**config.mk**
```make
export PLATFORM = sky130hd
export DESIGN_NAME = edge_ingress
export DESIGN_NICKNAME = d
export VERILOG_FILES = /design/src/verilog/ruche_pkg.sv /design/src/verilog/edge_ingress.sv
export SDC_FILE = /design/constraint.sdc
export NUM_CORES = 1
export LEC_CHECK = 0
export BUFFER_PORTS_ARGS = -buffer_cell sky130_fd_sc_hd__buf_4
export CORE_ASPECT_RATIO = 0.5
export CORE_MARGIN = 2
export CORE_UTILIZATION = 50
export CTS_CLUSTER_DIAMETER = 60
export CTS_CLUSTER_SIZE = 20
export DETAILED_ROUTE_END_ITERATION = 16
export PLACE_DENSITY = 0.82
export SLEW_MARGIN = 10
export SYNTH_ARGS = -nofsm -noshare
export SYNTH_HDL_FRONTEND = slang
export SYNTH_SLANG_ARGS = --single-unit
export TNS_END_PERCENT = 20
```
**constraint.sdc**
```tcl
create_clock -name clk_i -period 3.6 [get_ports clk_i]
set_input_delay 0.36 -clock clk_i [delete_from_list [all_inputs] [get_ports clk_i]]
set_output_delay 0.36 -clock clk_i [all_outputs]
set_load 0.005 [all_outputs]
```
**src/verilog/ruche_pkg.sv**
```systemverilog
// ruche row package: coordinate and payload widths, packet and link structs, grant enum
package ruche_pkg;

  // node coordinate along the row, up to 16 nodes
  localparam int cord_width_c = 4;

  // packet payload width
  localparam int payload_width_c = 16;

  // packet carried on every link
  typedef struct packed {
    logic [cord_width_c-1:0]    dest_x;
    logic [payload_width_c-1:0] payload;
  } packet_s;

  // forward half of a link, ready travels back as its own bit
  typedef struct packed {
    logic    v;
    packet_s pkt;
  } link_s;

  // last winner of a two-input round-robin arbiter
  typedef enum logic {
    GNT_A,
    GNT_B
  } grant_e;

endpackage

```
**src/verilog/edge_ingress.sv**
```systemverilog
// west-edge ingress buffer with out-of-range drop and saturating drop counter
`timescale 1ns/1ns

module edge_ingress #(
  parameter int num_nodes_p = 8
) (
  input  logic                clk_i,
  input  logic                rst_i,
  input  ruche_pkg::link_s    in_link_i,
  output logic                in_ready_o,
  output ruche_pkg::link_s    out_link_o,
  input  logic                out_ready_i,
  output logic [15:0]         drop_count_o
);

  logic               buf_v_q;
  ruche_pkg::packet_s buf_pkt_q;
  logic               accept;
  logic               in_range;

  // one entry, refilled in the same cycle it drains
  assign in_ready_o = ~buf_v_q | out_ready_i;
  assign accept     = in_link_i.v & in_ready_o;
  assign in_range   = int'(in_link_i.pkt.dest_x) < num_nodes_p;

  always_ff @(posedge clk_i) begin
    if (rst_i) begin
      buf_v_q <= 1'b0;
    end else if (accept && in_range) begin
      buf_v_q <= 1'b1;
    end else if (out_ready_i) begin
      buf_v_q <= 1'b0;
    end
  end

  always_ff @(posedge clk_i) begin
    if (accept && in_range) begin
      buf_pkt_q <= in_link_i.pkt;
    end
  end

  // out-of-range packets are consumed here and only counted
  always_ff @(posedge clk_i) begin
    if (rst_i) begin
      drop_count_o <= '0;
    end else if (accept && !in_range && drop_count_o != 16'hffff) begin
      drop_count_o <= drop_count_o + 16'd1;
    end
  end

  assign out_link_o = '{v: buf_v_q, pkt: buf_pkt_q};

endmodule

```
==> results by stage <==
Status:
- The flow ran to the end, and the final reports show no timing, DRC or antenna violations.

Detailed routing:
- The first-pass iteration count of the detailed router is 5.
- The final layout contains routed wiring with a total length of 3498 µm.
- The remaining design rule violation count is 0.
- The routed wirelength normalized by instance count is 15.01 µm.
- The vias per cell is 5.489.
- In this run, the number of DRC markers left after iteration 0 of detailed routing was 64.
- The detailed router placed 1279 vias in this run.
- The count of nets left with antenna violations once routing finished came out at 0.

Cells and area:
- The finished layout holds 233 standard cells, fillers aside.
- The final layout contains 218 nets.
- The end-of-flow core utilization is 71.01%.
- 0 antenna diodes ended up in the layout.
- The area of combinational cells with multiple inputs is 530.5 µm².
- Registers take 940.9 µm².
- The post-route netlist has 38.34% of its cells at a drive strength greater than 1.
- From synthesis to final layout, the design area changed by 38.04%.
- The filler cells instantiated in the layout total 221.

Synthesis:
- The warning count from the yosys run is 0.
- The gate count of the mapped netlist is 131.
- In the synthesized netlist the async set-or-reset flop fraction comes to 0%.
- The sequential-to-total area share from yosys stat is 61.79%.
- Dividing the synthesized area by the synthesized cell count gives 11.62 µm².
- Counting instances in the post-synthesis netlist gives the leading cell types as sky130_fd_sc_hd__edfxtp_1 (20), sky130_fd_sc_hd__dfxtp_1 (17), sky130_fd_sc_hd__nor2_1 (14), sky130_fd_sc_hd__nand2_1 (8), sky130_fd_sc_hd__a21oi_1 (7).
- Among all cell types in the netlist, the one instantiated most often is sky130_fd_sc_hd__edfxtp_1.
- Synthesis produced a netlist with a net count of 156.
- The most used flip-flop cell after synthesis is sky130_fd_sc_hd__edfxtp_1.
- The number of storage elements in the synthesis netlist is 37.
- Synthesis instantiated 34 different standard cells from the library.
- The synthesized netlist occupies a cell area of 1523 µm².
- The library cell with the largest summed area after synthesis is sky130_fd_sc_hd__edfxtp_1.
- The top-area cell type share of the netlist area is 39.44%.
- By area the synthesized netlist is led by sky130_fd_sc_hd__edfxtp_1 (39%), sky130_fd_sc_hd__dfxtp_1 (22%), sky130_fd_sc_hd__nor2_1 (3.5%).
- The number of enable-type register cells in the synthesized netlist is 20.

Clock tree:
- TritonCTS built the clock tree.
- The clock reaches the later pin of the worst-skew pair after 0.29 ns.
- Counting along the longest clock path gives a buffer depth of 2.
- The hold buffer count at CTS is 0.
- Post-CTS repair changed the size of 0 cells.
- The clock drives 37 sinks.
- Clock-pin slew was measured on the worst setup and hold paths at 0.07 ns.
- After clock tree synthesis, the setup repair step added 0 buffers.
- The tree is rooted in a sky130_fd_sc_hd__clkbuf_8.
- The H-tree was split into 2 levels.
- Clock tree synthesis inserted a total of 5 buffers.

STA:
- At the pin with the least slew margin, the transition time is 0.9676 ns.
- Setup repair after global routing left no endpoint under its margin.
- The worst path uses 59.29% of the clock period.
- The number of hold violations in the final report came to 0.
- The worst pin sits at a relative slew slack of 35.42%.
- For the final database, setup skew stands at 0.003487 ns.
- The aggregate negative setup slack is 0 ns.
- The worst path in the final design needs a cycle of 2.134 ns, including I/O delays and setup.
- Based on the critical path, the design can be clocked at up to 468.5 MHz.
- Setup violations remaining at the end of the flow were counted as 0.
- The number of slew-limit violations in the final report was 0.

GRT:
- The largest net degree at the start of global routing is 22.
- Across every metal layer, demand over resource in global routing totals 20.69%.
- The via count of the first global-routing pass is 1145.
- The number of antenna violations at the first check in global routing is 0.
- Summed over all layers, the global routing overflow is 0.
- The global-route wire length before repair is 5340 µm.

Hold path:
- The class of the worst hold path is in2reg.
- The worst hold path terminates at out_link_o[18].
- Along the worst hold path, the cell count comes to 1.
- The origin of the worst min-delay path is in_link_i[18].

Setup path:
- On the worst path, the slowest cell contributes a delay of 0.50 ns.
- Counting cells, the worst reg-to-reg path comes to 5.
- STA classifies the critical path startpoint as a flop.
- The kind of capture point of the worst setup path is a flop.
- In this run the critical register-to-register path is captured at drop_count_o[14].
- Across all register-to-register paths, the minimum setup slack is 1.47 ns.
- The worst setup path is of the reg2reg kind.
- Traced cell by cell, the critical path runs through ha_1 -> nand3_1 -> or3_1 -> nor4_1 -> mux2_2.
- The slowest stage cell on the critical path is sky130_fd_sc_hd__or3_1.
- In this run the worst path has a maximum fanout of 7.
- Data on the critical path arrives at its endpoint at 2.31 ns.
- The most critical setup path has its startpoint at drop_count_o[0].
- The startpoint identified for the worst register-to-register timing path is drop_count_o[0].
- The critical path required time is 3.78 ns.

Die:
- The floorplan step set the die width to 82.05 µm.
- The die height is 43.02 µm.
- The initialized floorplan defines 14 standard-cell rows.
- The die covers 3530 µm².
- During I/O placement, the number of pins put on the boundary was 62.
- The total core area is 2960 µm².
- The starting density of the core is 51.44%.

Power and ir drop:
- Internal power comes to 0.6932 mW.
- The clock share of power is 39.8%.
- Power comes to 0.8652 mW.
- Summed over all cells, the static leakage comes to 0.8107 nW.
- Per report_power, the sequential group accounts for 53.6% of the total.
- The net switching power figure is 0.1719 mW.
- Net switching is 19.87% of the power.
- Combinational logic burns 6.6% of the power.
- For this design the ratio of total power to cell area is 411.6 nW/µm².
- The worst IR drop on VDD is 274.7 µV.

Placed design:
- Port buffering added 61 buffers.
- Including well taps, the total number of placed cells is 226.
- The placed wire-length estimate is 2520 µm.
- Routability-driven placement finished with a final weighted congestion of 0.8473.

Flow run:
- The max capacitance violation total is 0.
[cells by family (layout without fill, tap and decap cells)]
group / after synthesis / in the layout / synth area share [%]
buffers and inverters: 11 / 73 / 3.533
AO/OA/AOI/OAI: 20 / 20 / 9.039
AND/OR/NAND/NOR: 56 / 56 / 20.46
flip-flops: 37 / 37 / 61.79
adder cells (fa/ha/maj): 1 / 1 / 0.8216
multiplexers: 6 / 6 / 4.355
[layer usage]
layer / part of all wire [%] / track usage, %
met2: 47 / 32.52
met5: 0 / 0
met4: 1.2 / 8.333
met1: 42 / 25.75
met3: 10 / 7.872
[layout make-up]
type                       count  area share [%]
clock buffer                   5           3.274
clock inverter                 2           1.667
inverter                       5          0.8929
multi-input combinational     83           25.24
sequential                    37           44.76
tap                           40           2.381
timing repair buffer          61           21.79
[placed cells by master (no fill, tap or decap), drive strengths merged, types with 2 or more instances in the layout]
cell and n:
or3 4, nor2 14, nor2b 5, nor4b 2, clkbuf 5, edfxtp 20
a211oi 2, buf 61, nand4 4, nor3 3, nor4 5, inv 5
dfxtp 17, nand2 8, o31ai 4, mux2 5, nand3 5, or4 4
o41ai 2, a21oi 7
[worst max-delay path, delay by kind of cell, from the launching register on]
family        cells  cell delay, ns
simple gates      3            0.98
mux               1            0.37
flops             1            0.44
fa+ha+maj         1            0.23
[worst max-delay path by stage]
stage                       endpoint  slack (ns)
finish              drop_count_o[14]        1.47
global route        drop_count_o[14]        1.32
CTS                 drop_count_o[14]        1.48
detailed placement  drop_count_o[14]        1.50
global placement    drop_count_o[13]        1.55
floorplan           drop_count_o[14]        1.63
[state kept, by name (all words and copies together), names as in the netlist]
register,count
drop_count_o,16
buf_v_q,1
out_link_o,20
[metrics by stage]
stage / instance area, µm² / worst slack, ns / hold slack [ns]
2_1_floorplan: 1523 / 1.630 / 0.4589
4_1_cts: 2102 / 1.479 / 0.2404
5_1_grt: 2102 / 1.324 / 0.2298
3_5_place_dp: 1998 / 1.498 / 0.5011
6_report: 2102 / 1.466 / 0.2434
3_3_place_gp: 1998 / 1.552 / 0.4738
[power groups by stage]
stage	logic, mW	clock network, mW	registers, mW
floorplan	0.0170	0	0.474
global placement	0.0562	0	0.472
detailed placement	0.0580	0	0.473
CTS	0.0582	0.345	0.464
global route	0.0626	0.370	0.465
finish	0.0573	0.344	0.464
(Power assumes the default switching activity.)
