File: src/verilog/ruche_pkg.sv
// ruche row package: coordinate and payload widths, packet and link structs, grant enum
package ruche_pkg;

  // node coordinate along the row, up to 16 nodes
  localparam int cord_width_c = 4;

  // packet payload width
  localparam int payload_width_c = 16;

  // packet carried on every link
  typedef struct packed {
    logic [cord_width_c-1:0]    dest_x;
    logic [payload_width_c-1:0] payload;
  } packet_s;

  // forward half of a link, ready travels back as its own bit
  typedef struct packed {
    logic    v;
    packet_s pkt;
  } link_s;

  // last winner of a two-input round-robin arbiter
  typedef enum logic {
    GNT_A,
    GNT_B
  } grant_e;

endpackage

File: src/verilog/ruche_node.sv
// single ruche routing node: route decode, three round-robin arbiters and output registers
`timescale 1ns/1ns

module ruche_node #(
  parameter int ruche_factor_p = 3
) (
  input  logic                              clk_i,
  input  logic                              rst_i,
  input  logic [ruche_pkg::cord_width_c-1:0] my_x_i,

  input  ruche_pkg::link_s                  local_link_i,
  output logic                              local_ready_o,
  input  ruche_pkg::link_s                  ruche_link_i,
  output logic                              ruche_ready_o,

  output ruche_pkg::link_s                  local_link_o,
  input  logic                              local_ready_i,
  output ruche_pkg::link_s                  ruche_link_o,
  input  logic                              ruche_ready_i,
  output ruche_pkg::link_s                  eject_link_o,
  input  logic                              eject_ready_i
);

  // output order in the request vectors: local, ruche, eject
  localparam int num_outs_lp = 3;

  ruche_pkg::link_s [1:0]            in_link;
  logic [1:0][num_outs_lp-1:0]       req;
  logic [num_outs_lp-1:0]            out_ready;
  ruche_pkg::link_s [num_outs_lp-1:0] out_link;
  logic [num_outs_lp-1:0]            gnt_a;
  logic [num_outs_lp-1:0]            gnt_b;

  // one-hot route for a packet seen at this node
  function automatic logic [num_outs_lp-1:0] route_f(
    input logic [ruche_pkg::cord_width_c-1:0] dest_x,
    input logic [ruche_pkg::cord_width_c-1:0] my_x
  );
    logic [num_outs_lp-1:0] sel;
    if (dest_x == my_x) begin
      sel = 3'b100;
    end else if (int'(dest_x) >= int'(my_x) + ruche_factor_p) begin
      // far enough to skip ahead on the ruche link
      sel = 3'b010;
    end else begin
      sel = 3'b001;
    end
    return sel;
  endfunction

  // requester A is the local input, requester B the ruche input
  assign in_link = {ruche_link_i, local_link_i};

  for (genvar i = 0; i < 2; i++) begin : g_route
    assign req[i] = route_f(in_link[i].pkt.dest_x, my_x_i);
  end

  assign out_ready = {eject_ready_i, ruche_ready_i, local_ready_i};

  for (genvar o = 0; o < num_outs_lp; o++) begin : g_out
    logic               req_a;
    logic               req_b;
    logic               pick_b;
    logic               free;
    logic               out_v_q;
    ruche_pkg::packet_s out_pkt_q;
    ruche_pkg::grant_e  last_q;

    assign req_a = in_link[0].v & req[0][o];
    assign req_b = in_link[1].v & req[1][o];

    // B wins alone, or on a tie when A won last time
    assign pick_b = req_b & (~req_a | (last_q == ruche_pkg::GNT_A));

    // register takes a new packet when empty or draining
    assign free = ~out_v_q | out_ready[o];

    assign gnt_a[o] = free & req_a & ~pick_b;
    assign gnt_b[o] = free & pick_b;

    always_ff @(posedge clk_i) begin
      if (rst_i) begin
        out_v_q <= 1'b0;
        last_q  <= ruche_pkg::GNT_A;
      end else if (free) begin
        out_v_q <= req_a | req_b;
        if (req_a || req_b) begin
          last_q <= pick_b ? ruche_pkg::GNT_B : ruche_pkg::GNT_A;
        end
      end
    end

    always_ff @(posedge clk_i) begin
      if (free && (req_a || req_b)) begin
        out_pkt_q <= pick_b ? in_link[1].pkt : in_link[0].pkt;
      end
    end

    assign out_link[o] = '{v: out_v_q, pkt: out_pkt_q};
  end

  assign {eject_link_o, ruche_link_o, local_link_o} = out_link;

  // each input asks for exactly one output, so any grant means it moved
  assign local_ready_o = |gnt_a;
  assign ruche_ready_o = |gnt_b;

endmodule

File: src/verilog/node_array.sv
// row of ruche nodes with local and ruche wiring, edge tie-offs and node coordinates
`timescale 1ns/1ns

module node_array #(
  parameter int num_nodes_p    = 8,
  parameter int ruche_factor_p = 3
) (
  input  logic                               clk_i,
  input  logic                               rst_i,
  input  ruche_pkg::link_s                   west_link_i,
  output logic                               west_ready_o,
  output ruche_pkg::link_s [num_nodes_p-1:0] eject_link_o,
  input  logic [num_nodes_p-1:0]             eject_ready_i
);

  // inputs and their readies seen by node x
  ruche_pkg::link_s [num_nodes_p-1:0] local_li;
  ruche_pkg::link_s [num_nodes_p-1:0] ruche_li;
  logic [num_nodes_p-1:0]             local_ready_lo;
  logic [num_nodes_p-1:0]             ruche_ready_lo;

  // outputs of node x and the readies returned to them
  ruche_pkg::link_s [num_nodes_p-1:0] local_lo;
  ruche_pkg::link_s [num_nodes_p-1:0] ruche_lo;
  logic [num_nodes_p-1:0]             local_ready_li;
  logic [num_nodes_p-1:0]             ruche_ready_li;

  for (genvar x = 0; x < num_nodes_p; x++) begin : g_node
    ruche_node #(
      .ruche_factor_p(ruche_factor_p)
    ) node (
      .clk_i         (clk_i),
      .rst_i         (rst_i),
      .my_x_i        ((ruche_pkg::cord_width_c)'(x)),
      .local_link_i  (local_li[x]),
      .local_ready_o (local_ready_lo[x]),
      .ruche_link_i  (ruche_li[x]),
      .ruche_ready_o (ruche_ready_lo[x]),
      .local_link_o  (local_lo[x]),
      .local_ready_i (local_ready_li[x]),
      .ruche_link_o  (ruche_lo[x]),
      .ruche_ready_i (ruche_ready_li[x]),
      .eject_link_o  (eject_link_o[x]),
      .eject_ready_i (eject_ready_i[x])
    );

    // local hop to the east neighbour, east end always ready
    if (x < num_nodes_p-1) begin : g_local
      assign local_li[x+1]     = local_lo[x];
      assign local_ready_li[x] = local_ready_lo[x+1];
    end else begin : g_local_end
      assign local_ready_li[x] = 1'b1;
    end

    // ruche hop skips ruche_factor_p nodes
    if (x + ruche_factor_p < num_nodes_p) begin : g_ruche
      assign ruche_li[x+ruche_factor_p] = ruche_lo[x];
      assign ruche_ready_li[x]          = ruche_ready_lo[x+ruche_factor_p];
    end else begin : g_ruche_end
      assign ruche_ready_li[x] = 1'b1;
    end

    // nothing feeds the first ruche inputs
    if (x < ruche_factor_p) begin : g_ruche_tie
      assign ruche_li[x] = '0;
    end
  end

  assign local_li[0]  = west_link_i;
  assign west_ready_o = local_ready_lo[0];

endmodule

File: config.mk
export PLATFORM = sky130hd
export DESIGN_NAME = node_array
export DESIGN_NICKNAME = d
export VERILOG_FILES = /design/src/verilog/ruche_pkg.sv /design/src/verilog/ruche_node.sv /design/src/verilog/node_array.sv
export SDC_FILE = /design/constraint.sdc
export NUM_CORES = 1
export LEC_CHECK = 0
export CORE_AREA = 5 5 201 203
export CTS_BUF_LIST = sky130_fd_sc_hd__clkbuf_8 sky130_fd_sc_hd__clkbuf_16
export CTS_CLUSTER_DIAMETER = 100
export DETAILED_ROUTE_END_ITERATION = 16
export DIE_AREA = 0 0 206 208
export DONT_BUFFER_PORTS = 1
export GPL_TIMING_DRIVEN = 0
export PLACE_DENSITY = 0.62
export SLEW_MARGIN = 5
export SYNTH_ARGS = -nofsm -noshare
export SYNTH_HDL_FRONTEND = slang
export SYNTH_SLANG_ARGS = --single-unit
File: constraint.sdc
create_clock -name clk_i -period 5.3 [get_ports clk_i]
set_input_delay 0.265 -clock clk_i [delete_from_list [all_inputs] [get_ports clk_i]]
set_output_delay 0.265 -clock clk_i [all_outputs]
set_load 0.05 [all_outputs]
==> impl_metrics.json <==
{
  "status": "finished, final reports clean",
  "die_y_um": 208,
  "multi_input_area_um2": 4126,
  "synth_nets": 1006,
  "syn_area_per_cell_um2": 17.39,
  "post-route-drc-count": 0,
  "insertion_delay_ps": 550,
  "drt-total-wl_um": 37860,
  "design.die.area_um2": 42850,
  "portBuffers": 0,
  "synthArstFlopShare_pct": 0,
  "cp_cell_sequence": "and4b_2, a311oi_4, a221oi_2, nand2b_1, o221ai_2, a221oi_1, o221ai_2",
  "cts_root_buf": "clkbuf_16",
  "ff2ff_path_depth": 8,
  "fill_cells": 3067,
  "path_class": "reg2out",
  "yosysUniqueCellTypes": 64,
  "cp_slowest_cell": "a221oi_1",
  "ys_warn_count": 0,
  "cp-start-kind": "flop",
  "worstSetupEndpointType": "output port",
  "rr_startpoint": "g_node[6].node.local_link_o[18]",
  "vias_per_cell": 5.269,
  "setup_viol_count_final": 0,
  "worstHoldPathType": "in2reg",
  "netlist_area_um2": 16960,
  "fin_crit_sh_pct": 76.55,
  "seqCellArea_um2": 12710,
  "stdcell_count": 1615,
  "wire_per_inst_um": 23.44,
  "leakage_uw": 0.006376,
  "whs_endpoint": "g_node[3].node.g_out[2].last_q",
  "post-route-min-period_ps": 4057,
  "peakVddDrop_uv": 214.0,
  "clk_pin_slew_ps": 60,
  "synth_top_area_cell": "edfxtp_1",
  "crit_buf_inv": 0,
  "vias": 8509,
  "dpl.cell_count": 1511,
  "relSlewSlack_pct": 33.53,
  "grt_pass1_vias": 8522,
  "synth_top_area_share_pct": 70.84,
  "cts_max_level": 2,
  "rsz0062_at_grt": "no",
  "area_growth_pct": 16.23,
  "cts_tree": "yes",
  "drive_above_1_share_pct": 28.90,
  "clock.fmax_mhz": 246.5,
  "synthFlopType": "edfxtp_1",
  "power.density_nw_per_um2": 362.2,
  "clockBufferDepth": 3,
  "holdPathStages": 4,
  "ant_nets": 0,
  "crit_fanout": 8,
  "drv_cap": 0,
  "grt-ovfl-total": 0,
  "fp-row-count": 72,
  "numCtsBuffers": 43,
  "cts_num_sinks": 435,
  "critPathTopFamily": "compound AO/OA/AOI/OAI gates",
  "grt_pass1_wl_um": 56750,
  "arrival_ps": 3790,
  "final_nets": 1098,
  "reg2reg_to": "g_node[2].node.local_link_o[4]",
  "crit_top_cell": "o221ai_2",
  "cp_data_required_time_ps": 5040,
  "grt_max_degree": 21,
  "drtPass1Iterations": 5,
  "synth-seq-cells": 435,
  "dp_hpwl_um": 27930,
  "final_hold_viol_count": 0,
  "post_cts_buffers": 0,
  "synth_edf_count": 400,
  "antenna_found_initial": 0,
  "grtUsageTotal_pct": 17.62,
  "timing.hold.ws_ps": 45.31,
  "reg2reg_setup_slack_ps": 1580,
  "gp_congestion": 0.8575,
  "worstMarginPinSlew_ps": 997.1,
  "syn_inst": 975,
  "initial_core_util_pct": 44.29,
  "worst_slack_ps": 1243,
  "diodes": 0,
  "critPathMaxStageDelay_ps": 680,
  "synth.area.top_cells": "edfxtp_1 71%, mux2_2 13%, dfxtp_1 4.1%, a21oi_1 1.1%, nor2b_1 0.92%",
  "fin_skew_ps": 11.15,
  "min-delay-start": "eject_ready_i[3]",
  "fin_util_pct": 51.48,
  "report.final.slew_viol_count": 0,
  "seq_area_frac_synth_pct": 74.97,
  "dpl_worst_slack_ps": 1569,
  "die_w_um": 206,
  "coreArea_um2": 38290,
  "ios": 200,
  "drtIter0Drc": 737
}
==> how the worst max path moves through the flow <==
stage | endpoint | slack, ps | cells after the start | from
floorplan | g_node[0].node.local_link_o[0] | 800 | 8 | g_node[6].node.local_link_o[19]
global placement | g_node[0].node.local_link_o[13] | -1400 | 8 | g_node[5].node.local_link_o[19]
detailed placement | g_node[2].node.local_link_o[14] | 1570 | 8 | g_node[6].node.local_link_o[18]
CTS | west_ready_o | 1250 | 7 | g_node[6].node.local_link_o[19]
global route | west_ready_o | 1050 | 8 | g_node[6].node.local_link_o[18]
finish | west_ready_o | 1240 | 7 | g_node[6].node.local_link_o[19]
==> placed cells by master, fill, tap and decap left out, types with 5 or more instances in the layout <==
cell,count
edfxtp_1,400
mux2_2,194
clkbuf_16,44
a21oi_1,35
dfxtp_1,35
nand2_1,33
nor2_1,30
dlygate4sd3_1,29
o21ai_0,24
nor2b_1,23
clkbuf_1,21
inv_1,17
nand2b_1,16
and2_1,15
nor3_1,11
buf_8,11
nor2_2,9
buf_4,8
nand3_1,7
a21o_1,7
bufinv_16,6
clkinv_1,6
a31oi_1,5
nand3b_1,5
clkinv_2,5
==> power breakdown <==
part | internal (uW) | switching [uW] | total [uW]
combinational | 86.5 | 113 | 199
clock | 1850 | 1240 | 3090
sequential | 3790 | 62.5 | 3850
total | 5730 | 1410 | 7140
==> per-stage QoR <==
| stage | setup TNS (ps) | instance area [um^2] | total power, uW |
|---|---|---|---|
| floorplan | 0 | 16960 | 4024 |
| global placement | -54670 | 17600 | 4085 |
| detailed placement | 0 | 17980 | 4098 |
| CTS | 0 | 19710 | 7206 |
| global route | 0 | 19710 | 7380 |
| finish | 0 | 19710 | 7139 |
==> routing by layer <==
metal	wire [um]	GRT usage (%)	up-vias
li1	-	-	3973
met3	3172	5.730	47
met1	17630	26.29	4212
met5	0	0	-
met2	16300	25.22	277
met4	746	4.268	0
==> area by class of cell <==
cell class	count	share of cell area, %
flip-flops and latches	435	64.50
plain buffers	30	0.7237
multi-input cells	500	20.94
well taps	518	3.288
clock buffers	48	5.866
inverters	10	0.1905
repair buffers	47	3.041
clock inverters	27	1.454
==> worst register-to-register path, delay by kind of cell (launching register included) <==
kind	cells	cell delay [ps]
and+or+nand+nor	4	1480
DFF	1	470
AOI/OAI and AO/OA	4	1400
==> logic make-up after synthesis <==
logic type,share of synthesized area (%)
AND/OR/NAND/NOR,5.527
flip-flops,74.97
multiplexers,12.94
buffers and inverters,1.063
AO/OA/AOI/OAI,5.343
XOR/XNOR,0.1550
==> state kept, by name (all words and copies together), names as in the netlist <==
name / count
g_node.node.g_out.last_q: 15
g_node.node.ruche_link_o: 100
g_node.node.g_out.out_v_q: 20
g_node.node.eject_link_o: 160
g_node.node.local_link_o: 140
==> cell usage after synthesis, drive strengths merged (2+ instances only) <==
| cell type | instances |
|---|---|
| edfxtp | 400 |
| mux2 | 194 |
| a21oi | 39 |
| nor2 | 39 |
| dfxtp | 35 |
| nand2 | 33 |
| o21ai | 27 |
| nor2b | 25 |
| clkbuf | 21 |
| nand2b | 16 |
| and2 | 15 |
| nor3 | 11 |
| inv | 10 |
| buf | 9 |
| a21o | 7 |
| nand3 | 7 |
| a211oi | 6 |
| nand3b | 6 |
| a31oi | 5 |
| a21boi | 4 |
| a22oi | 4 |
| a311oi | 4 |
| and3 | 4 |
| o21a | 4 |
| o221ai | 4 |
| or2 | 4 |
| a32o | 3 |
| and3b | 3 |
| or2b | 3 |
| or3 | 3 |
| a221o | 2 |
| a221oi | 2 |
| a32oi | 2 |
| and4b | 2 |
| nand4 | 2 |
| o211ai | 2 |
| o311a | 2 |
| o311ai | 2 |
| xor2 | 2 |
==> what timing repair did <==
action | 4_1_cts | 5_1_grt
gates resized for setup | 0 | 0
hold buffers | 29 | 0
hold endpoints to repair | 70 | 0
(Power assumes the default switching activity.)
